File: src/logic/fpu_types_pkg.sv
package fpu_types_pkg;

    localparam int FRM_BITS = 3; // RISC-V rounding-mode field.

    typedef enum logic [0:0] {
        OP_SQRT  = 1'b0,
        OP_CLASS = 1'b1
    } fpu_op_t;

    // Exception flags in fflags CSR order, NV in the top bit.
    typedef struct packed {
        logic NV; // Invalid operation.
        logic DZ; // Divide by zero.
        logic OF; // Overflow.
        logic UF; // Underflow.
        logic NX; // Inexact.
    } fflags_t;

endpackage
File: src/logic/fpu_pipe_ctrl.sv
`timescale 1ns/1ps

module fpu_pipe_ctrl
    import fpu_types_pkg::*;
#(
    parameter int LATENCY = 5,
    parameter int TAGW    = 6
) (
    input  logic            clk,
    input  logic            rst,
    input  logic            valid_in,
    output logic            ready_in,
    input  logic [TAGW-1:0] tag_in,
    input  fpu_op_t         op,
    input  logic            ready_out,
    output logic            valid_out,
    output logic [TAGW-1:0] tag_out,
    output fpu_op_t         op_out,
    output logic            enable
);

    logic               stall;
    logic [LATENCY-1:0] valid_q;
    logic [TAGW-1:0]    tag_q [LATENCY];
    fpu_op_t            op_q  [LATENCY];

    assign stall    = valid_out & ~ready_out; // Result waiting at the output.
    assign enable   = ~stall;
    assign ready_in = enable;

    always_ff @(posedge clk) begin
        if (rst) begin
            valid_q <= '0;
        end else if (enable) begin
            valid_q <= {valid_q[LATENCY-2:0], valid_in}; // Low input makes a bubble.
        end
    end

    always_ff @(posedge clk) begin
        if (enable) begin
            tag_q[0] <= tag_in;
            op_q[0]  <= op;
            for (int i = 1; i < LATENCY; i++) begin
                tag_q[i] <= tag_q[i-1];
                op_q[i]  <= op_q[i-1];
            end
        end
    end

    assign valid_out = valid_q[LATENCY-1];
    assign tag_out   = tag_q[LATENCY-1];
    assign op_out    = op_q[LATENCY-1]; // Steers the lane result select.

endmodule

File: config.mk
export PLATFORM = sky130hd
export DESIGN_NAME = fpu_pipe_ctrl
export DESIGN_NICKNAME = d
export VERILOG_FILES = /design/src/logic/fpu_types_pkg.sv /design/src/logic/fpu_pipe_ctrl.sv
export SDC_FILE = /design/constraint.sdc
export NUM_CORES = 1
export LEC_CHECK = 0
export BUFFER_PORTS_ARGS = -buffer_cell sky130_fd_sc_hd__buf_2
export CORE_ASPECT_RATIO = 0.7
export CORE_MARGIN = 10
export CORE_UTILIZATION = 25
export DETAILED_ROUTE_END_ITERATION = 16
export HOLD_SLACK_MARGIN = 0.02
export SYNTH_ARGS = -nofsm -noshare
export SYNTH_HDL_FRONTEND = slang
export SYNTH_SLANG_ARGS = --single-unit
File: constraint.sdc
create_clock -name clk -period 3.5 [get_ports clk]
set_input_delay 0.175 -clock clk [delete_from_list [all_inputs] [get_ports clk]]
set_output_delay 0.175 -clock clk [all_outputs]
set_load 0.005 [all_outputs]
== Word level (Yosys, flattened, before mapping) ==
Memories as Yosys holds them, arrays and structs flattened.
Cells that the tools add are included.

* Register bits: 5
* Bits in writable memories: 35
* Input port bits: 11
* Word-level logic and storage cells: 7
* Memories kept: 2

{| class="wikitable"
|+ Memories
! memory !! words !! bits a word !! read ports !! clocked after memory_dff !! wr ports !! line !! text
|-
| tag_q || 5 || 6 || 5 || 0 || 5 || fpu_pipe_ctrl.sv:24 || <nowiki>logic [TAGW-1:0] tag_q [LATENCY];</nowiki>
|-
| op_q || 5 || 1 || 5 || 0 || 5 || fpu_pipe_ctrl.sv:25 || <nowiki>fpu_op_t op_q [LATENCY];</nowiki>
|}

* Muxes and demuxes: 1
* Bitwise operators: 3

{| class="wikitable"
|+ Operator list
! kind !! count
|-
| $not A1 Y1 || 2
|-
| $and A1 B1 Y1 || 1
|-
| $mux W1 || 1
|}

== Depth between registers and ports, before layout ==
* Depth in word-level cells: 3
* Gate-level depth with buffers: 3
* Gate-level depth less buffers: 3

== Worst setup path after synthesis ==
OpenSTA, ideal clock, no wires.

* Path type: flip-flop to flip-flop
* Start: register valid_q[4]
* End: memory op_q[0][0] in the netlist's numbering, enable pin
* Library setup time: 0.375 ns
* Arrival time: 0.873 ns
* Setup slack: 2.252 ns
* Stages on the path, launching flop included: 3
* Buffers on the path: 0
* Period minus slack after synthesis: 1.248 ns
* Cells stage by stage: dfxtp_1 > nor2b_4 > inv_2

{| class="wikitable"
|+ RTL lines
! what !! line !! text
|-
| start: declaration || fpu_pipe_ctrl.sv:23 || <nowiki>logic [LATENCY-1:0] valid_q;</nowiki>
|-
| start signal: assignment || fpu_pipe_ctrl.sv:35 || <nowiki>valid_q <= {valid_q[LATENCY-2:0], valid_in};</nowiki>
|-
| end: declaration || fpu_pipe_ctrl.sv:25 ||
|}

==> reports/results.tsv <==
metric	value	unit
run status	complete, no violations	
WP data arrival	1.33	ns
number of global-route vias before repair	563	
clk sinks	40	
Post-CTS Repair Setup Buffers	0	
global-route wire length before repair	2610	um
startpoint class of the critical path	register	
port bufs	20	
Register-to-Register Setup Slack	2.09	ns
cell with the largest stage delay on the worst path	sky130_fd_sc_hd__inv_2	
PwrDens	600	nW/um^2
Longest Clk Path Bufs	2	
IR drop worst, VDD	0.230	mV
worst max-slew margin expressed relative to the limit	49.4	%
Initial Util	26.6	%
routed wire length	1700	um
Max stage delay on crit path	0.55	ns
largest cells by area after synthesis	sky130_fd_sc_hd__edfxtp_1 (81%), sky130_fd_sc_hd__dfxtp_1 (7.7%), sky130_fd_sc_hd__buf_4 (4.0%)	
final-stage net count	92	
post-synthesis cell type count	11	
number of instances in the synthesized netlist	61	
largest net degree at the start of global routing	38	
async set-reset flop share out of synthesis	0	%
GRT busiest layer	met1	
starting DRC count in detailed routing	31	
cts repair resizes	0	
Max Clk Rate	709	MHz
Hold-fix buffers, CTS	0	
area share of the leading cell type in the synthesized netlist	80.5	%
Place WS	2.09	ns
post-detailed-placement half-perimeter wirelength	1110	um
worst path bufs/invs	1	
top flip-flop cell by instance count after synthesis	sky130_fd_sc_hd__edfxtp_1	
total I/O pin count	21	
Clock transition at path regs	0.07	ns
family with the most delay on the worst path	buffers and inverters	
Internal Dissipation	0.768	mW
H-tree levels	2	
count of final hold-check violations	0	
number of max-slew violations in the final report	0	
overall via count from detail_route	529	
width of the die	106	um
number of fill cells in the layout	482	
fraction of power consumed by combinational cells	2.0	%
antenna violations before repair	0	
final estimated routing congestion in global placement	0.610	
Pre-Repair DR Iteration Count	4	
Vias/cell	3.50	
leakage power total	0.573	nW
met3 Track Usage GR	3.83	%
TritonCTS clock tree	yes	
# Max-Cap Violations	0	
final global-route overflow total	0	
met2 global-route usage	4.68	%
layout cell share with drive strength beyond 1	35.4	%
CP Cell Sequence	nor2b_4, inv_2	
overall die height	80.5	um
setup TNS	0	ns
number of nets produced by synthesis	72	
Warnings, synthesis	0	
maximum fanout encountered on the critical timing path	37	
Core ar.	4910	um^2
switching share of total power	17.3	%
PnR worst setup slack	2.09	ns
kind of end point of the critical path	register	
Site Rows	21	
top cell type by total area after synthesis	sky130_fd_sc_hd__edfxtp_1	
area of the mapped netlist	1310	um^2
switching power	0.160	mW
Residual DRC	0	
final worst clock skew	0.00402	ns
flop and latch count out of synthesis	40	
worst slew pin tran	0.757	ns
clock share of power	38.5	%
minimum period implied by the final worst setup slack	1.41	ns
sequential share of the synthesized area	88.2	%
start-to-end type of the worst setup path	register to register	
EDFF count, synth	35	
per-cell routed wire length	11.3	um
area added between synthesis and finish	18.5	%
syn_area_per_cell	21.4	um^2
sequential fraction of design power	59.5	%
Antenna Violating Nets Remaining	0	
most frequent cell after synthesis	sky130_fd_sc_hd__edfxtp_1	
clock latency reported for the late side of the worst-skew pair	0.28	ns
unrepaired setup endpoints after global routing	false	
clock root buffer master	sky130_fd_sc_hd__clkbuf_8	
post-route fraction of the period consumed by the critical path	40.3	%
kind of path behind the tightest hold check	input port to register	
total clock buffers created by CTS	5	
GRT Total Usage	4.20	%
global routing met1 resource utilization	5.00	%
endpoint required time on the critical path	3.42	ns
Setup Viol. Count Final	0	
synth cell count leaders	sky130_fd_sc_hd__edfxtp_1 (35), sky130_fd_sc_hd__buf_4 (7), sky130_fd_sc_hd__dfxtp_1 (5), sky130_fd_sc_hd__nand2b_1 (4), sky130_fd_sc_hd__mux2i_1 (3)	
number of antenna cells inserted	0	
Die ar.	8560	um^2
## path summary, 6_finish.rpt
path | from | endpoint | depth (start not counted)
min reg2reg | tag_q[0][11] | tag_q[0][17] | 0
min | tag_in[0] | tag_q[0][0] | 1
max | valid_q[4] | op_q[0][3] | 2
max reg2reg | valid_q[4] | op_q[0][3] | 2
## registers in the layout, indices dropped and copies added, names as in the netlist
signal and flops:
op_q 5, valid_q 5, tag_q 30
## worst reg2reg max path, delay by kind of cell, from the launching register on
family,cells,cell delay (ns)
buffers and inverters,1,0.55
DFF,1,0.33
and+or+nand+nor,1,0.15
## cell type report
type / count / area [um^2] / share of cell area (%)
clock inverter: 2 / 35.0 / 2.27
clock buffer: 6 / 72.6 / 4.69
sequential: 40 / 1150 / 74.4
tap: 69 / 86.3 / 5.58
inverter: 3 / 11.3 / 0.728
timing repair buffer: 20 / 100 / 6.47
multi-input combinational: 11 / 90.1 / 5.83
## metrics by stage
step                      hold WS [ns]  power [mW]  instance area [um^2]  utilization, %  std cells
after floorplan                  0.244       0.573                  1310               -         61
after global placement           0.358       0.581                  1440            29.3        143
after detailed placement         0.354       0.582                  1440            29.3        143
after CTS                       0.0528       0.940                  1550            31.5        151
after global routing            0.0524       0.969                  1550            31.5        151
final                           0.0660       0.928                  1550            31.5        151
## cell usage in the layout (no fill, tap or decap), types with 2 or more instances in the layout
| cell type | count |
|---|---|
| sky130_fd_sc_hd__dfxtp_1 | 5 |
| sky130_fd_sc_hd__clkbuf_8 | 5 |
| sky130_fd_sc_hd__mux2i_1 | 3 |
| sky130_fd_sc_hd__inv_1 | 2 |
| sky130_fd_sc_hd__buf_2 | 20 |
| sky130_fd_sc_hd__edfxtp_1 | 35 |
| sky130_fd_sc_hd__nand2b_1 | 4 |
## kinds of logic (layout without fill, tap and decap cells)
logic type	Yosys count	after routing	share of synthesized area, %
flip-flops	40	40	88.2
AO/OA/AOI/OAI	2	2	0.766
multiplexers	3	3	2.30
AND/OR/NAND/NOR	6	6	3.83
buffers and inverters	10	31	4.89
## layer usage
layer / vias up / share of wire, %
met2: 24 / 39
li1: 257 / -
met1: 244 / 48
met5: - / 0
met4: 0 / 1.2
met3: 4 / 12
## power by group through the flow
stage          Combinational [mW]  Clock [mW]  Sequential, mW
2_1_floorplan              0.0116           0           0.561
3_3_place_gp               0.0185           0           0.562
3_5_place_dp               0.0187           0           0.564
4_1_cts                    0.0186       0.369           0.553
5_1_grt                    0.0202       0.393           0.555
6_report                   0.0181       0.357           0.553
No activity file was read; power rests on OpenSTA's default activity.
