===== config.mk =====
export PLATFORM = sky130hd
export DESIGN_NAME = fclass_lane
export DESIGN_NICKNAME = d
export VERILOG_FILES = /design/src/logic/fp32_format_pkg.sv /design/src/logic/fclass_lane.sv
export SDC_FILE = /design/constraint.sdc
export NUM_CORES = 1
export LEC_CHECK = 0
export BUFFER_PORTS_ARGS = -buffer_cell sky130_fd_sc_hd__buf_2
export CELL_PAD_IN_SITES_DETAIL_PLACEMENT = 0
export CELL_PAD_IN_SITES_GLOBAL_PLACEMENT = 2
export CORE_ASPECT_RATIO = 0.8
export CORE_MARGIN = 2
export CORE_UTILIZATION = 34
export DETAILED_ROUTE_END_ITERATION = 16
export GPL_TIMING_DRIVEN = 0
export PLACE_DENSITY_LB_ADDON = 0.1
export SYNTH_ARGS = -nofsm -noshare
export SYNTH_HDL_FRONTEND = slang
export SYNTH_SLANG_ARGS = --single-unit
export TNS_END_PERCENT = 10

===== constraint.sdc =====
create_clock -name clk -period 0.9 [get_ports clk]
set_input_delay 0.045 -clock clk [delete_from_list [all_inputs] [get_ports clk]]
set_output_delay 0.045 -clock clk [all_outputs]
set_load 0.02 [all_outputs]

===== src/logic/fp32_format_pkg.sv =====
package fp32_format_pkg;

    localparam int FP32_EXP_BITS = 8;
    localparam int FP32_MAN_BITS = 23;
    localparam int FP32_BIAS     = 127;

    localparam logic [31:0] FP32_QNAN = 32'h7FC0_0000; // Canonical quiet NaN.

    // Bit positions in the fclass mask.
    localparam int CLASS_NEG_INF  = 0;
    localparam int CLASS_NEG_NORM = 1;
    localparam int CLASS_NEG_SUB  = 2;
    localparam int CLASS_NEG_ZERO = 3;
    localparam int CLASS_POS_ZERO = 4;
    localparam int CLASS_POS_SUB  = 5;
    localparam int CLASS_POS_NORM = 6;
    localparam int CLASS_POS_INF  = 7;
    localparam int CLASS_SNAN     = 8;
    localparam int CLASS_QNAN     = 9;

endpackage


===== src/logic/fclass_lane.sv =====
`timescale 1ns/1ps

module fclass_lane
    import fp32_format_pkg::*;
#(
    parameter int LATENCY = 5
) (
    input  logic        clk,
    input  logic        enable,
    input  logic [31:0] a,
    output logic [9:0]  class_mask
);

    logic                     sign;
    logic [FP32_EXP_BITS-1:0] exp_f;
    logic [FP32_MAN_BITS-1:0] man_f;
    logic                     exp_zero;
    logic                     exp_ones;
    logic                     man_zero;
    logic [9:0]               mask_nx;
    logic [9:0]               mask_q [LATENCY];

    assign sign     = a[31];
    assign exp_f    = a[FP32_EXP_BITS+FP32_MAN_BITS-1:FP32_MAN_BITS];
    assign man_f    = a[FP32_MAN_BITS-1:0];
    assign exp_zero = (exp_f == '0);
    assign exp_ones = (exp_f == '1);
    assign man_zero = (man_f == '0);

    always_comb begin
        mask_nx = '0;
        if (exp_ones && !man_zero) begin
            if (man_f[FP32_MAN_BITS-1]) begin
                mask_nx[CLASS_QNAN] = 1'b1;
            end else begin
                mask_nx[CLASS_SNAN] = 1'b1;
            end
        end else if (exp_ones) begin
            mask_nx[sign ? CLASS_NEG_INF : CLASS_POS_INF] = 1'b1;
        end else if (exp_zero && man_zero) begin
            mask_nx[sign ? CLASS_NEG_ZERO : CLASS_POS_ZERO] = 1'b1;
        end else if (exp_zero) begin
            mask_nx[sign ? CLASS_NEG_SUB : CLASS_POS_SUB] = 1'b1;
        end else begin
            mask_nx[sign ? CLASS_NEG_NORM : CLASS_POS_NORM] = 1'b1;
        end
    end

    // Delay line matched to the square-root depth.
    always_ff @(posedge clk) begin
        if (enable) begin
            mask_q[0] <= mask_nx;
            for (int i = 1; i < LATENCY; i++) begin
                mask_q[i] <= mask_q[i-1];
            end
        end
    end

    assign class_mask = mask_q[LATENCY-1];

endmodule


Word-level counts from Yosys, hierarchy flattened
Memory sizes are Yosys's and may differ from the RTL's.
Index checks and enable logic that the tools add are counted.
{ "word_totals": {"output_inout_bits": 10, "ramBits": 50, "reg_bits": 0, "memories": 1} }
{ "memory_table": {"columns": ["memory", "words", "width", "read_ports", "rd_ports_with_merged_regs", "write_ports", "line_no", "rtl"], "rows": [
  ["mask_q", 5, 10, 5, 0, 5, "fclass_lane.sv:21", "logic [9:0] mask_q [LATENCY];"]
]} }
{ "classes": {"n_eq_ne": 1, "n_mux": 21, "reduce_logical": 9, "magnitude_cmp": 8} }
{ "op_table": {"columns": ["operator", "n"], "rows": [
  ["$mux 10", 3],
  ["$logic_not 23->1", 1],
  ["$lt 3x5->1 const B", 4],
  ["$demux 1 s4", 4],
  ["$ge 3x1->1 const B", 4],
  ["$mux 3", 4],
  ["$eq 8x8->1 const B", 1],
  ["$logic_not 8->1", 1],
  ["$mux 1", 8],
  ["$mux 8", 1],
  ["$logic_and 1x1->1", 6],
  ["$mux 2", 1],
  ["$logic_not 1->1", 1]
]} }

Depth between registers and ports, before layout
Gate-level depths: netlist of run 1.
{ "depth": {"word_depth": 9, "mapped_depth": 3} }

Least setup slack after synthesis of run 1
Ideal clock, no wire load.
{ "synth_path": {"kind": "input to register", "start": "input a[25]", "end": "memory mask_q[0][1] (data pin)", "arrival_ps": 686, "setup_time_ps": 255, "path_buffers": 0, "path_slack_ps": -41, "cell_stages": 3, "path_cell_list": "nor4_1 > nand2_1 > and3_1"} }
{ "synth_lines": {"columns": ["element", "line_no", "rtl"], "rows": [
  ["from (decl)", "fclass_lane.sv:10", "input logic [31:0] a,"],
  ["to (decl)", "fclass_lane.sv:21", null]
]} }

==> results of run 1 <==
## synth_stat cells
library cell	number	area, um2
and4_2	1	10.0
edfxtp_1	50	1500
nor4_1	6	37.5
and2_1	1	6.26
and3_1	3	18.8
nand4_2	1	12.5
and4_1	2	17.5
nand3_1	2	10.0
inv_1	1	3.75
nand2_1	3	11.3
a21oi_1	2	10.0
a211oi_1	1	7.51
nor3_1	3	15.0
nor4_4	3	63.8
## cell families (layout without fill, tap and decap cells)
family	Yosys count	after routing	synth area share, %
AND/OR/NAND/NOR	25	25	11.7
flip-flops	50	50	87.0
buffers and inverters	1	52	0.217
AO/OA/AOI/OAI	3	3	1.02
## per-layer routing
metal / GRT usage, % / share of wire, %
met1: 9.66 / 42
met2: 13.0 / 44
met3: 4.16 / 11
met5: 0 / 0
met4: 4.84 / 2.7
## per-stage QoR
step	setup TNS, ns	total power, mW	setup slack [ns]	hold WS (ns)
6_report	0	4.71	0.0324	0.0815
5_1_grt	-0.0959	4.89	-0.0266	0.0793
4_1_cts	0	4.77	0.0150	0.0724
3_5_place_dp	-19.62	3.00	-0.360	0.394
3_3_place_gp	-18.32	2.99	-0.336	0.399
2_1_floorplan	-0.00183	2.84	-0.00183	0.157
## where the power goes
group | leakage (nW) | internal (mW) | switching (mW)
Clock | 0.0658 | 1.10 | 0.666
Combinational | 0.232 | 0.0830 | 0.132
Sequential | 0.487 | 2.70 | 0.0263
## what timing repair did
item                                    4_1_cts  5_1_grt
resized for setup                             1        1
hold buffers                                  0        0
endpoints found under the setup margin       50        7
## worst max path at each step
stage,startpoint,end,slack [ns]
finish,mask_q[4][9],class_mask[9],0.03
global route,a[16],mask_q[0][0],-0.03
CTS,mask_q[4][9],class_mask[9],0.02
detailed placement,enable,mask_q[0][8],-0.36
global placement,enable,mask_q[0][7],-0.34
floorplan,a[16],mask_q[0][8],-0.002
## area by class of cell
class | instances | area share [%]
sequential | 50 | 69.2
multi-input combinational | 28 | 11.0
timing repair buffer | 43 | 10.0
tap | 62 | 3.57
clock buffer | 5 | 3.17
clock inverter | 3 | 2.94
inverter | 1 | 0.173
==> results.sh, run 1 <==
export IMPL_synth_cells=79
export IMPL_path_cells="buf_2"
export IMPL_cts_max_level=2
export IMPL_seq_area_frac_synth_pct=87.0
export IMPL_worst_pin_slew_ns=0.605
export IMPL_num_vias=865
export IMPL_place_inst=184
export IMPL_reg_largest_list="mask_q x50"
export IMPL_final_cell_mix="edfxtp_1, buf_2, clkbuf_8, nor4_1"
export IMPL_end_kind="output port"
export IMPL_cts_sinks=50
export IMPL_crit_slowest_cell="edfxtp_1"
export IMPL_multi_input_area_um2=238
export IMPL_max_freq_mhz=1150
export IMPL_fin_util_pct=43.9
export IMPL_worstSetupStartpointType="register"
export IMPL_skew_ns=0.00497
export IMPL_hold_viol=0
export IMPL_grt_pass1_vias=828
export IMPL_rsz0062_at_grt="true"
export IMPL_whs_endpoint="mask_q[0][7]"
export IMPL_via_per_inst=4.51
export IMPL_portBuffers=43
export IMPL_yosys_warnings=0
export IMPL_track_usage_pct=8.41
export IMPL_peakVddDrop_mv=0.951
export IMPL_netlist_area_mm2=0.00173
export IMPL_max_flop_register="mask_q"
export IMPL_num_nets_final=163
export IMPL_rr_startpoint="mask_q[2][2]"
export IMPL_cts_root_buffer_cell="clkbuf_8"
export IMPL_critPathMaxFanout=1
export IMPL_reg2reg_to="mask_q[3][2]"
export IMPL_grt_max_degree=51
export IMPL_antenna_found_initial=0
export IMPL_critPathTopFamily="flip-flops"
export IMPL_period_minus_slack_ns=0.868
export IMPL_nFillCells=454
export IMPL_rr_worst_depth=0
export IMPL_worstPathRequired_ns=0.85
export IMPL_whs_path_depth=2
export IMPL_cts_tree="done"
export IMPL_die_w_um=83.6
export IMPL_critPathMaxStageDelay_ns=0.36
export IMPL_crit_buf_inv=1
export IMPL_drv_slew=0
export IMPL_synth_cell_type_count=14
export IMPL_clk_pin_slew_ns=0.08
export IMPL_largest_register_ffs=50
export IMPL_final_common_cell="edfxtp_1"
export IMPL_fp_dieH_um=67.7
export IMPL_num_rows=23
export IMPL_clock_latency_ns=0.29
export IMPL_hp_class="in -> reg"
export IMPL_drive_above_1_share_pct=44.6
export IMPL_dr_pass1_iters=2
export IMPL_slew_headroom_pct=59.7
export IMPL_max_cap_viol_count=0
export IMPL_min_from="a[31]"
export IMPL_clk_path_buf_depth=2
export IMPL_die_area_mm2=0.00566
export IMPL_dp_hpwl_um=1540
export IMPL_ant_nets=0
export IMPL_path_depth=1
export IMPL_synthToLayoutAreaGrowth_pct=25.8
export IMPL_finalWirelength_um=2230
export IMPL_initialDrtViolationCount=54
export IMPL_boundaryPins=44
export IMPL_diodes=0
export IMPL_seq_area_mm2=0.00150
export IMPL_ys_seq_elements=50
export IMPL_p_leak_nw=0.784
export IMPL_p_per_area_mw_per_mm2=2170
export IMPL_syn_nets=113
export IMPL_worst_r2r_setup_slack_ns=0.26
export IMPL_drc=0
export IMPL_numCtsBuffers=5
export IMPL_outcome="finished, final reports clean"
export IMPL_arrival_ns=0.82
export IMPL_stdcell_count=192
export IMPL_avgSynthCellArea_um2=21.8
export IMPL_grt_first_pass_wirelength_um=3520
export IMPL_wl_per_cell_um=11.6
export IMPL_cts_setup_buffers=0
export IMPL_gp_congestion=0.659
export IMPL_place_area_mm2=0.00203
export IMPL_start_util_pct=34.9
export IMPL_crit_type="reg -> out"
export IMPL_final_area_mm2=0.00217
export IMPL_finalSetupViolations=0
export IMPL_min_period_over_period_pct=96.4
export IMPL_grt_overflow_total=0
export IMPL_core_mm2=0.00495
Note: power is estimated with default switching activity, not from simulation.
==> run 2: changes to the inputs <==
--- a/config.mk
+++ b/config.mk
@@ -10,7 +10,7 @@
 export CELL_PAD_IN_SITES_GLOBAL_PLACEMENT = 2
 export CORE_ASPECT_RATIO = 0.8
 export CORE_MARGIN = 2
-export CORE_UTILIZATION = 34
+export CORE_UTILIZATION = 37
 export DETAILED_ROUTE_END_ITERATION = 16
 export GPL_TIMING_DRIVEN = 0
 export PLACE_DENSITY_LB_ADDON = 0.1
==> constraint.sdc (replaced) <==
create_clock -name clk -period 0.8 [get_ports clk]
set_input_delay 0.04 -clock clk [delete_from_list [all_inputs] [get_ports clk]]
set_output_delay 0.04 -clock clk [all_outputs]
set_load 0.02 [all_outputs]
==> run 2 against run 1 <==
Compared with the run above:
- the run now ends with negative setup slack left
- worst setup slack got worse by 0.087 ns
- clock power is 26% lower
- via count rose by 0.81%
- combinational power is 22% higher
- clock skew barely moved
- register-to-register slack got worse by 0.09 ns
- sequential power is 12% higher
- final cell count down 1.0%
- sequential cell count unchanged
- largest power group unchanged
==> results.sh, run 2 (synthesized netlist as in run 1, its figures left out) <==
export IMPL_drc=0
export IMPL_place_area_mm2=0.00203
export IMPL_initialDrtViolationCount=37
export IMPL_grt_overflow_total=0
export IMPL_final_cell_mix="edfxtp_1, buf_2, nor4_4, clkbuf_8, nor4_2"
export IMPL_max_cap_viol_count=0
export IMPL_clock_latency_ns=0.29
export IMPL_synthToLayoutAreaGrowth_pct=25.7
export IMPL_num_vias=872
export IMPL_finalSetupViolations=11
export IMPL_grt_max_degree=51
export IMPL_drv_slew=0
export IMPL_numCtsBuffers=5
export IMPL_die_w_um=80.4
export IMPL_grt_pass1_vias=790
export IMPL_crit_type="reg -> out"
export IMPL_critPathMaxStageDelay_ns=0.38
export IMPL_slew_headroom_pct=60.8
export IMPL_num_rows=22
export IMPL_p_per_area_mw_per_mm2=2140
export IMPL_violations="negative setup slack"
export IMPL_finalWirelength_um=2120
export IMPL_p_leak_nw=0.769
export IMPL_cts_setup_buffers=0
export IMPL_cts_root_buffer_cell="clkbuf_8"
export IMPL_hp_class="in -> reg"
export IMPL_die_area_mm2=0.00523
export IMPL_cts_max_level=2
export IMPL_clk_pin_slew_ns=0.08
export IMPL_crit_buf_inv=1
export IMPL_wl_per_cell_um=11.2
export IMPL_final_common_cell="edfxtp_1"
export IMPL_reg_largest_list="mask_q x50"
export IMPL_cts_sinks=50
export IMPL_path_cells="buf_6"
export IMPL_dr_pass1_iters=4
export IMPL_peakVddDrop_mv=1.05
export IMPL_antenna_found_initial=0
export IMPL_fin_ws_ns=-0.0544
export IMPL_gp_congestion=0.654
export IMPL_arrival_ns=0.81
export IMPL_track_usage_pct=9.05
export IMPL_worstPathRequired_ns=0.76
export IMPL_ctsHoldBuffers=0
export IMPL_num_nets_final=163
export IMPL_crit_slowest_cell="edfxtp_1"
export IMPL_diodes=0
export IMPL_cts_tree="done"
export IMPL_via_per_inst=4.59
export IMPL_fp_dieH_um=65.1
export IMPL_final_area_mm2=0.00217
export IMPL_period_minus_slack_ns=0.854
export IMPL_nFillCells=407
export IMPL_drive_above_1_share_pct=46.2
export IMPL_max_flop_register="mask_q"
export IMPL_ant_nets=0
export IMPL_worst_pin_slew_ns=0.588
export IMPL_critPathMaxFanout=1
export IMPL_portBuffers=43
export IMPL_core_mm2=0.00454
export IMPL_largest_register_ffs=50
export IMPL_critPathTopFamily="flip-flops"
export IMPL_min_period_over_period_pct=107
export IMPL_max_freq_mhz=1170
export IMPL_hold_viol=0
export IMPL_rsz0062_at_grt="true"
export IMPL_skew_ns=0.00454
export IMPL_start_util_pct=38.0
export IMPL_grt_first_pass_wirelength_um=3420
export IMPL_worstSetupStartpointType="register"
export IMPL_end_kind="output port"
export IMPL_boundaryPins=44
export IMPL_dp_hpwl_um=1450
export IMPL_hold_ws_ns=0.0884
export IMPL_outcome="finished, violations left"
export IMPL_clk_path_buf_depth=2
export IMPL_power_mw=4.65
run 2: timing repair:
item / 4_1_cts / 5_1_grt
pin swaps: 0 / 1
resized for setup: 3 / 8
setup endpoints to repair: 62 / 19
run 2: worst paths after layout:
kind | startpoint | slack [ns] | cells after the start | end
worst min register to register | mask_q[3][8] | 0.42 | 0 | mask_q[4][8]
worst max-delay path | mask_q[4][6] | -0.05 | 1 | class_mask[6]
worst min-delay path | a[31] | 0.09 | 2 | mask_q[0][7]
worst max register to register | mask_q[1][0] | 0.17 | 0 | mask_q[2][0]
run 2: power breakdown:
group,leakage (nW),switching [mW],total (mW),internal (mW)
sequential,0.487,0.0302,3.07,3.04
combinational,0.240,0.159,0.262,0.103
clock,0.0426,0.710,1.31,0.601
run 2: routing by layer:
| metal | global-route usage (%) | share of wire (%) | vias to the layer above |
|---|---|---|---|
| li1 | - | - | 424 |
| met4 | 5.08 | 2.5 | 0 |
| met1 | 11.4 | 43 | 395 |
| met3 | 4.32 | 11 | 5 |
| met5 | 0 | 0 | - |
| met2 | 12.8 | 43 | 48 |
run 2: cell type report:
cell class,count,area [um2],share of cell area [%]
inverter,1,3.75,0.173
sequential,50,1500,69.2
multi-input combinational,28,277,12.8
tap,60,75.1,3.46
clock buffer,6,72.6,3.35
timing repair buffer,43,230,10.6
clock inverter,2,8.76,0.404
run 2: through the flow:
stage | utilization [%] | std cells | setup WS (ns) | setup TNS [ns]
4_1_cts | 46.8 | 190 | -0.0777 | -0.694
5_1_grt | 47.7 | 190 | -0.114 | -1.12
3_5_place_dp | 44.7 | 182 | -0.462 | -25.58
6_report | 47.7 | 190 | -0.0544 | -0.470
3_3_place_gp | 44.7 | 182 | -0.418 | -23.21
2_1_floorplan | - | 79 | -0.0893 | -0.513
