## src/logic/fp32_format_pkg.sv

```systemverilog
package fp32_format_pkg;

    localparam int FP32_EXP_BITS = 8;
    localparam int FP32_MAN_BITS = 23;
    localparam int FP32_BIAS     = 127;

    localparam logic [31:0] FP32_QNAN = 32'h7FC0_0000; // Canonical quiet NaN.

    // Bit positions in the fclass mask.
    localparam int CLASS_NEG_INF  = 0;
    localparam int CLASS_NEG_NORM = 1;
    localparam int CLASS_NEG_SUB  = 2;
    localparam int CLASS_NEG_ZERO = 3;
    localparam int CLASS_POS_ZERO = 4;
    localparam int CLASS_POS_SUB  = 5;
    localparam int CLASS_POS_NORM = 6;
    localparam int CLASS_POS_INF  = 7;
    localparam int CLASS_SNAN     = 8;
    localparam int CLASS_QNAN     = 9;

endpackage

```

## src/logic/fpu_types_pkg.sv

```systemverilog
package fpu_types_pkg;

    localparam int FRM_BITS = 3; // RISC-V rounding-mode field.

    typedef enum logic [0:0] {
        OP_SQRT  = 1'b0,
        OP_CLASS = 1'b1
    } fpu_op_t;

    // Exception flags in fflags CSR order, NV in the top bit.
    typedef struct packed {
        logic NV; // Invalid operation.
        logic DZ; // Divide by zero.
        logic OF; // Overflow.
        logic UF; // Underflow.
        logic NX; // Inexact.
    } fflags_t;

endpackage
```

## src/logic/fsqrt_lane.sv

```systemverilog
`timescale 1ns/1ps

module fsqrt_lane
    import fpu_types_pkg::*;
    import fp32_format_pkg::*;
#(
    parameter int LATENCY = 5
) (
    input  logic        clk,
    input  logic        enable,
    input  logic [31:0] a,
    output logic [31:0] result,
    output fflags_t     fflags
);

    localparam int ROOT_BITS = 26;                               // 24 + guard + one sticky.
    localparam int BPS       = (ROOT_BITS + LATENCY - 1) / LATENCY; // Root bits per stage.
    localparam int REM_W     = ROOT_BITS + 3;
    localparam int SIG_W     = FP32_MAN_BITS + 1;

    logic                     in_sign;
    logic [FP32_EXP_BITS-1:0] in_exp;
    logic [FP32_MAN_BITS-1:0] in_man;
    logic                     in_zero;
    logic                     in_inf;
    logic                     in_nan;
    logic [SIG_W-1:0]         in_sig;
    logic [FP32_EXP_BITS:0]   exp_sum;
    logic                     dec_spec;
    logic                     dec_spec_nv;
    logic [31:0]              dec_spec_res;
    logic [ROOT_BITS-1:0]     dec_rad;

    assign in_sign = a[31];
    assign in_exp  = a[FP32_EXP_BITS+FP32_MAN_BITS-1:FP32_MAN_BITS];
    assign in_man  = a[FP32_MAN_BITS-1:0];
    assign in_zero = (in_exp == '0); // Subnormals flush to zero.
    assign in_inf  = (in_exp == '1) && (in_man == '0);
    assign in_nan  = (in_exp == '1) && (in_man != '0);
    assign in_sig  = {1'b1, in_man};

    // Halves the unbiased exponent, bit 0 tells an odd exponent.
    assign exp_sum = {1'b0, in_exp} + FP32_BIAS[FP32_EXP_BITS:0];
    assign dec_rad = exp_sum[0] ? {in_sig, 2'b00} : {1'b0, in_sig, 1'b0};

    always_comb begin
        dec_spec     = 1'b1;
        dec_spec_nv  = 1'b0;
        dec_spec_res = FP32_QNAN;
        if (in_nan) begin
            dec_spec_nv = ~in_man[FP32_MAN_BITS-1]; // Signaling NaN.
        end else if (in_zero) begin
            dec_spec_res = {in_sign, 31'b0};
        end else if (in_sign) begin
            dec_spec_nv = 1'b1;
        end else if (in_inf) begin
            dec_spec_res = a;
        end else begin
            dec_spec = 1'b0;
        end
    end

    for (genvar s = 0; s < LATENCY; s++) begin : g_stage
        logic [REM_W-1:0]         rem_in;
        logic [ROOT_BITS-1:0]     root_in;
        logic [ROOT_BITS-1:0]     rad_in;
        logic [FP32_EXP_BITS-1:0] exp_in;
        logic                     spec_in;
        logic                     spec_nv_in;
        logic [31:0]              spec_res_in;
        logic [REM_W-1:0]         rem_nx;
        logic [ROOT_BITS-1:0]     root_nx;
        logic [ROOT_BITS-1:0]     rad_nx;

        if (s == 0) begin : g_first
            assign rem_in      = '0;
            assign root_in     = '0;
            assign rad_in      = dec_rad;
            assign exp_in      = exp_sum[FP32_EXP_BITS:1];
            assign spec_in     = dec_spec;
            assign spec_nv_in  = dec_spec_nv;
            assign spec_res_in = dec_spec_res;
        end else begin : g_next
            assign rem_in      = g_stage[s-1].g_reg.rem_q;
            assign root_in     = g_stage[s-1].g_reg.root_q;
            assign rad_in      = g_stage[s-1].g_reg.rad_q;
            assign exp_in      = g_stage[s-1].g_reg.exp_q;
            assign spec_in     = g_stage[s-1].g_reg.spec_q;
            assign spec_nv_in  = g_stage[s-1].g_reg.spec_nv_q;
            assign spec_res_in = g_stage[s-1].g_reg.spec_res_q;
        end

        // Restoring recurrence, two radicand bits in per root bit out.
        always_comb begin
            automatic logic [REM_W-1:0] trial;
            rem_nx  = rem_in;
            root_nx = root_in;
            rad_nx  = rad_in;
            for (int j = 0; j < BPS; j++) begin
                if (s * BPS + j < ROOT_BITS) begin
                    rem_nx = {rem_nx[REM_W-3:0], rad_nx[ROOT_BITS-1 -: 2]};
                    rad_nx = {rad_nx[ROOT_BITS-3:0], 2'b00};
                    trial  = {1'b0, root_nx, 2'b01};
                    if (rem_nx >= trial) begin
                        rem_nx  = rem_nx - trial;
                        root_nx = {root_nx[ROOT_BITS-2:0], 1'b1};
                    end else begin
                        root_nx = {root_nx[ROOT_BITS-2:0], 1'b0};
                    end
                end
            end
        end

        if (s < LATENCY - 1) begin : g_reg
            logic [REM_W-1:0]         rem_q;
            logic [ROOT_BITS-1:0]     root_q;
            logic [ROOT_BITS-1:0]     rad_q;
            logic [FP32_EXP_BITS-1:0] exp_q;
            logic                     spec_q;
            logic                     spec_nv_q;
            logic [31:0]              spec_res_q;

            always_ff @(posedge clk) begin
                if (enable) begin
                    rem_q      <= rem_nx;
                    root_q     <= root_nx;
                    rad_q      <= rad_nx;
                    exp_q      <= exp_in;
                    spec_q     <= spec_in;
                    spec_nv_q  <= spec_nv_in;
                    spec_res_q <= spec_res_in;
                end
            end
        end else begin : g_last
            logic    guard;
            logic    sticky;
            logic    round_up;
            fflags_t flags_nx;

            assign guard    = root_nx[1];
            assign sticky   = root_nx[0] | (rem_nx != '0);
            assign round_up = guard & (sticky | root_nx[2]); // Nearest even.

            always_comb begin
                flags_nx    = '0;
                flags_nx.NV = spec_in & spec_nv_in;
                flags_nx.NX = ~spec_in & (guard | sticky);
            end

            always_ff @(posedge clk) begin
                if (enable) begin
                    fflags <= flags_nx;
                    if (spec_in) begin
                        result <= spec_res_in;
                    end else begin
                        // Carry out of the fraction bumps the exponent.
                        result <= {1'b0, exp_in, root_nx[ROOT_BITS-2:2]} + {31'b0, round_up};
                    end
                end
            end
        end
    end

endmodule

```

## config.mk

```make
export PLATFORM = sky130hd
export DESIGN_NAME = fsqrt_lane
export DESIGN_NICKNAME = d
export VERILOG_FILES = /design/src/logic/fp32_format_pkg.sv /design/src/logic/fpu_types_pkg.sv /design/src/logic/fsqrt_lane.sv
export SDC_FILE = /design/constraint.sdc
export NUM_CORES = 2
export LEC_CHECK = 0
export ABC_AREA = 0
export BUFFER_PORTS_ARGS = -buffer_cell sky130_fd_sc_hd__buf_2
export CORE_ASPECT_RATIO = 0.7
export CORE_MARGIN = 2
export CORE_UTILIZATION = 40
export CTS_BUF_LIST = sky130_fd_sc_hd__clkbuf_8 sky130_fd_sc_hd__clkbuf_16
export DETAILED_ROUTE_END_ITERATION = 7
export PLACE_DENSITY_LB_ADDON = 0.15
export SYNTH_ARGS = -nofsm -noshare
export SYNTH_HDL_FRONTEND = slang
export SYNTH_SLANG_ARGS = --single-unit
```

## constraint.sdc

```tcl
create_clock -name clk -period 20.7 [get_ports clk]
set_input_delay 1.035 -clock clk [delete_from_list [all_inputs] [get_ports clk]]
set_output_delay 1.035 -clock clk [all_outputs]
set_load 0.01 [all_outputs]
```

* Word-level counts from Yosys, hierarchy flattened *
Cells that the tools add are included.

storage, ports and cells
  bits in registers = 386
  input port bits = 34

cells by class
  add/subtract/negate cells = 28
  $lt $le $gt $ge = 26
  eq/ne operators = 1
  multiplexer cells = 61
  bitwise operators = 9
  reductions and logical operators = 8

operators with widths
  cell              number
  $mux 27           25
  $mux 32           2
  $mux 31           2
  $add 31x1->32     1
  $mux 1            30
  $ge 29x10->1      1
  $ge 29x11->1      1
  $ge 29x12->1      1
  $ge 29x13->1      1
  $ge 29x14->1      1
  $ge 29x15->1      1
  $ge 29x16->1      1
  $ge 29x17->1      1
  $ge 29x18->1      1
  $ge 29x19->1      1
  $ge 29x20->1      1
  $ge 29x21->1      1
  $ge 29x22->1      1
  $ge 29x23->1      1
  $ge 29x24->1      1
  $ge 29x25->1      1
  $ge 29x26->1      1
  $ge 29x27->1      1
  $ge 29x3->1       1
  47 further kinds  54

* Longest topological paths before layout *
  depth after elaboration = 14
  gate-level depth with buffers = 107
  depth with buffers taken out = 96

* Worst setup path before layout *
No wires, ideal clock.

  kind = register to register
  start = register g_stage[2].g_reg.root_q[12]
  end = register g_stage[3].g_reg.rem_q[26] (data pin)
  data arrival time = 18.406 ns
  data required time = 20.446 ns
  setup slack = 2.040 ns
  cell stages (with the launch flop) = 101
  buffers on the path = 13
  clock period less this slack = 18.660 ns
  cell sequence = edfxtp_1 -> inv_1 -> ha_1 -> clkbuf_1 -> nand4_1 -> or4_1 -> o21ai_1 -> clkbuf_1 -> clkbuf_1 -> clkbuf_1 -> o21ai_0 -> fa_1 -> a21o_1 -> a21oi_1 -> o21a_1 -> nor3_1 -> a22oi_1 -> o21ai_1 -> [... 65 more ...] -> a21oi_1 -> o21bai_1 -> a21oi_1 -> o21ai_0 -> a21oi_1 -> o21bai_1 -> a21oi_1 -> o21bai_1 -> a21oi_1 -> o21bai_1 -> a21oi_1 -> o21bai_1 -> a21oi_1 -> nor2b_1 -> o21a_1 -> o21ai_0 -> nand2_1 -> a21o_1

between the ends
  longest elaborated chain between the ends = 12

RTL lines
  item                                            RTL line                              source
  from (decl)                                     fsqrt_lane.sv:116                     logic [ROOT_BITS-1:0] root_q;
  from (signal assigned)                          fsqrt_lane.sv:126                     root_q <= root_nx;
  $ge 29x20->1 *                                  fsqrt_lane.sv:104                     if (rem_nx >= trial) begin
  $mux 1 *                                        fsqrt_lane.sv:104
  via g_stage[3].root_nx[5]                       fsqrt_lane.sv:72                      logic [ROOT_BITS-1:0] root_nx;
  $sub 27x21->27 or $ge 29x21->1 (tied branches)  fsqrt_lane.sv:105, fsqrt_lane.sv:104
  $mux 27 or $mux 1 (tied branches)               fsqrt_lane.sv:104
  $sub 27x22->27 or $ge 29x22->1 (tied branches)  fsqrt_lane.sv:105, fsqrt_lane.sv:104
  $mux 27 or $mux 1 (tied branches)               fsqrt_lane.sv:104
  $sub 27x23->27 or $ge 29x23->1 (tied branches)  fsqrt_lane.sv:105, fsqrt_lane.sv:104
  $mux 27 or $mux 1 (tied branches)               fsqrt_lane.sv:104
  $ge 29x24->1 *                                  fsqrt_lane.sv:104
  $mux 1 *                                        fsqrt_lane.sv:104
  via g_stage[3].root_nx[1]                       fsqrt_lane.sv:72
  $sub 27x25->27 or $ge 29x25->1 (tied branches)  fsqrt_lane.sv:105, fsqrt_lane.sv:104
  $mux 27 *                                       fsqrt_lane.sv:104
  via g_stage[3].rem_nx[26]                       fsqrt_lane.sv:71                      logic [REM_W-1:0] rem_nx;
  to (signal assigned)                            fsqrt_lane.sv:125                     rem_q <= rem_nx;
  to (decl)                                       fsqrt_lane.sv:115                     logic [REM_W-1:0] rem_q;

Mark *: on every way through the listed nets, which the timed path passes. The rest lies on a longest branch.
A chain may end at the register's enable or synchronous reset.

* Worst setup path after layout *
  start = register g_stage[0].g_reg.root_q[4]
  end = register g_stage[1].g_reg.rem_q[10] (data pin)

between the ends
  longest elaborated chain between the ends = 12

RTL lines
  item                                            RTL line
  from (decl)                                     fsqrt_lane.sv:116
  from (signal assigned)                          fsqrt_lane.sv:126
  $sub 27x8->27 or $ge 29x8->1 (tied branches)    fsqrt_lane.sv:105, fsqrt_lane.sv:104
  $mux 27 or $mux 1 (tied branches)               fsqrt_lane.sv:104
  $sub 27x9->27 or $ge 29x9->1 (tied branches)    fsqrt_lane.sv:105, fsqrt_lane.sv:104
  $mux 27 or $mux 1 (tied branches)               fsqrt_lane.sv:104
  $sub 27x10->27 or $ge 29x10->1 (tied branches)  fsqrt_lane.sv:105, fsqrt_lane.sv:104
  $mux 27 or $mux 1 (tied branches)               fsqrt_lane.sv:104
  $sub 27x11->27 or $ge 29x11->1 (tied branches)  fsqrt_lane.sv:105, fsqrt_lane.sv:104
  $mux 27 or $mux 1 (tied branches)               fsqrt_lane.sv:104
  $ge 29x12->1 or $sub 27x12->27 (tied branches)  fsqrt_lane.sv:104, fsqrt_lane.sv:105
  $mux 27 or $mux 1 (tied branches)               fsqrt_lane.sv:104
  $sub 27x13->27 or $ge 29x13->1 (tied branches)  fsqrt_lane.sv:105, fsqrt_lane.sv:104
  $mux 27 *                                       fsqrt_lane.sv:104
  via g_stage[1].rem_nx[10]                       fsqrt_lane.sv:71
  to (signal assigned)                            fsqrt_lane.sv:125
  to (decl)                                       fsqrt_lane.sv:115

Marks and branches as above.

==> results.md <==
- Seq/Total Area, Yosys: between 20 and 30%
- Placer Congestion: approximately 0.90
- Placed insts: a little under 6000
- Avg Cell Area, Syn: around 8.6 um2
- Root buffer cell: clkbuf_16
- Slew Viols, Final: 0
- PortBufs: 67
- Crit Path Max Fanout: 28
- Via count: between 30000 and 40000
- CP Data Arrival Time: roughly 20 ns
- H-tree depth: 2
- Reg2reg setup slack: between 1 and 1.5 ns
- Core box area: 96300 um2
- Final WL: approximately 120000 um
- CTS Hold Bufs: 0
- Drt first pass iters: 5
- Placed cell area: 41500 um2
- Die area: 99900 um2
- Fin Setup TNS: 0 ns
- Area share of the largest cell type after synthesis: roughly 30%
- Worst-case clock skew: 0.0238 ns
- Post-route ant nets: 0
- # DRC: 0
- Post-synth EDFFs: 382
- Top-count cell post-synth: nand2_1
- Die width: 377 um
- Worst skew pair latency: 0.59 ns
- Worst R2R Path Depth: 82
- Final Non-Filler Cells: about 6000
- Worst-Margin Slew: 1.25 ns
- Synth unique cells: approximately 130
- CP dominant cell by count: nor2_1
- CTS Buffer Depth: 3
- Tot GR Track Use: between 20% and 30%
- Crit path capture type: flop
- Vias in the first global route: around 31000
- Hold path startpoint: g_stage[2].g_reg.exp_q[1]
- Min Tclk post-route: just under 20 ns
- RSZ-0062 raised after global routing: false
- Worst reg2reg startpoint: g_stage[0].g_reg.root_q[4]
- CP Launch Type: flop
- Period utilisation layout: 93.0%
- Yosys top cell by area: edfxtp_1
- CP bufs+invs: 13
- Post-synth ARST share: 0%
- CP Class: reg -> reg
- Cells on Worst Hold Path: 0
- Initial Util: 40.5%
- First-pass GRT wire length: 183000 um
- Antenna violations before repair: 1
- Reg2reg end: g_stage[1].g_reg.rem_q[10]
- Gate Count Post-Synth: approximately 4500
- Hold EP: g_stage[3].g_reg.exp_q[1]
- Family with the most delay on the worst path: compound AO/OA/AOI/OAI gates
- Grt ovf: 0
- Dpl hpwl: approximately 93000 um
- HP Class: reg -> reg
- Final net count: 5073
- Final instance area: between 40000 and 50000 um2
- Status: completed
- Top FF cell, synth: edfxtp_1
- Max-Cap Viols: 0
- Setup violations, final: 0
- Area grow syn2layout: 10.1%
- CTS tree: done
- Die Ht: 265 um
- Count of final hold-check violations: 0
- Largest cells by area after synthesis: edfxtp_1 29%, ha_1 11%, xnor2_1 6.3%
- Layout cell share with drive strength beyond 1: under 10%
- # rows: 95
- Clk sink count: approximately 380
- Clock transition at the registers of the reported paths: 0.06 ns
- Largest net degree at the start of global routing: 167
- Fmax: a little over 0.05 GHz
- Slowest cell on crit path: a21oi_1
- Synth warnings: 0
- CP peak stage delay: around 0.63 ns
- Critical path required time: roughly 21 ns
- Rel. slew slack: between 10% and 20%
- Clock buffer count from CTS: 40
- Most frequent cells after synthesis: 398 x nand2_1, 397 x a21oi_1, 382 x edfxtp_1
- DR iter-0 viols: 3155
- I/O Pins: 71
- Ant. Diodes: 0
- Number of synthesized register bits: approximately 380
- Post-Syn Area: 38900 um2
- Vias/cell: about 5.8
- DR WL/cell: about 20 um
layer usage:
| layer | vias up | track usage, % | share of wire [%] | wire (um) |
|---|---|---|---|---|
| met5 | - | 0 | 0 | 0 |
| met4 | 0 | 3.68 | 1.3 | 1490 |
| met3 | 83 | 3.38 | 7.0 | 8260 |
| met2 | 1083 | 30.9 | 38 | 44600 |
| met1 | 16300 | 38.2 | 54 | 63400 |
| li1 | 17100 | - | - | - |
cells by family (layout without fill, tap and decap cells):
| kind of cell | after synthesis | in the layout | share of synthesized area, % |
|---|---|---|---|
| other cells | 2 | 33 | 0.0193 |
| xor+xnor | 405 | 405 | 9.11 |
| mux | 101 | 101 | 2.78 |
| simple gates | 1517 | 1517 | 20.1 |
| buf+inv | 394 | 546 | 4.19 |
| flops | 382 | 382 | 29.5 |
| compound gates | 1374 | 1374 | 22.8 |
| fa+ha+maj | 355 | 355 | 11.5 |
repair_timing:
| action | 4_1_cts | 5_1_grt |
|---|---|---|
| resized for setup | 0 | 5 |
| endpoints found under the setup margin | 0 | 17 |
| setup buffers | 0 | 1 |
per-stage QoR:
| stage | hold WS (ns) | setup slack (ns) | util (%) |
|---|---|---|---|
| after floorplan | 0.400 | 2.04 | - |
| after global placement | 0.400 | 1.50 | 43.1 |
| after detailed placement | 0.405 | 1.24 | 43.1 |
| after CTS | 0.416 | 1.13 | 44.5 |
| after global routing | 0.422 | 0.0704 | 44.5 |
| final | 0.416 | 1.44 | 44.5 |
registers in the layout, indices dropped and copies added (netlist names):
| signal | flops |
|---|---|
| fflags | 2 |
| g_stage.g_reg.rad_q | 14 |
| g_stage.g_reg.rem_q | 106 |
| g_stage.g_reg.root_q | 60 |
| g_stage.g_reg.spec_res_q | 128 |
| g_stage.g_reg.spec_q | 4 |
| g_stage.g_reg.spec_nv_q | 4 |
| result | 32 |
| g_stage.g_reg.exp_q | 32 |
layout by cell type, fill, tap and decap left out, types with 127 or more instances in the layout:
cell and instances:
edfxtp_1 382, a21o_1 146, a21oi_1 396, xnor2_1 279, nand3_1 127, ha_1 350, inv_1 256, nor2_1 376
buf_4 141, o21ai_0 308, nand2_1 396
worst max-delay path by stage:
stage,start,to,cells past startpoint
after detailed placement,g_stage[1].g_reg.root_q[1],g_stage[2].g_reg.rem_q[22],82
after floorplan,g_stage[2].g_reg.root_q[12],g_stage[3].g_reg.rem_q[26],100
after CTS,g_stage[1].g_reg.root_q[1],g_stage[2].g_reg.rem_q[22],82
after global routing,g_stage[2].g_reg.root_q[1],g_stage[3].g_reg.rem_q[24],94
final,g_stage[0].g_reg.root_q[4],g_stage[1].g_reg.rem_q[10],82
after global placement,g_stage[1].g_reg.root_q[1],g_stage[2].g_reg.rem_q[22],82
area by class of cell:
type | count | area [um2]
Tap cell | 1261 | 1580
Inverter | 264 | 996
Multi-Input combinational cell | 3785 | 26000
Sequential cell | 382 | 11500
Timing Repair Buffer | 211 | 1460
Clock buffer | 40 | 1000
Clock inverter | 31 | 363
Fill cell | 9448 | 53400
Power is not shown: default switching activity piles up to over one toggle a cycle in this logic, so the estimate is an artifact.
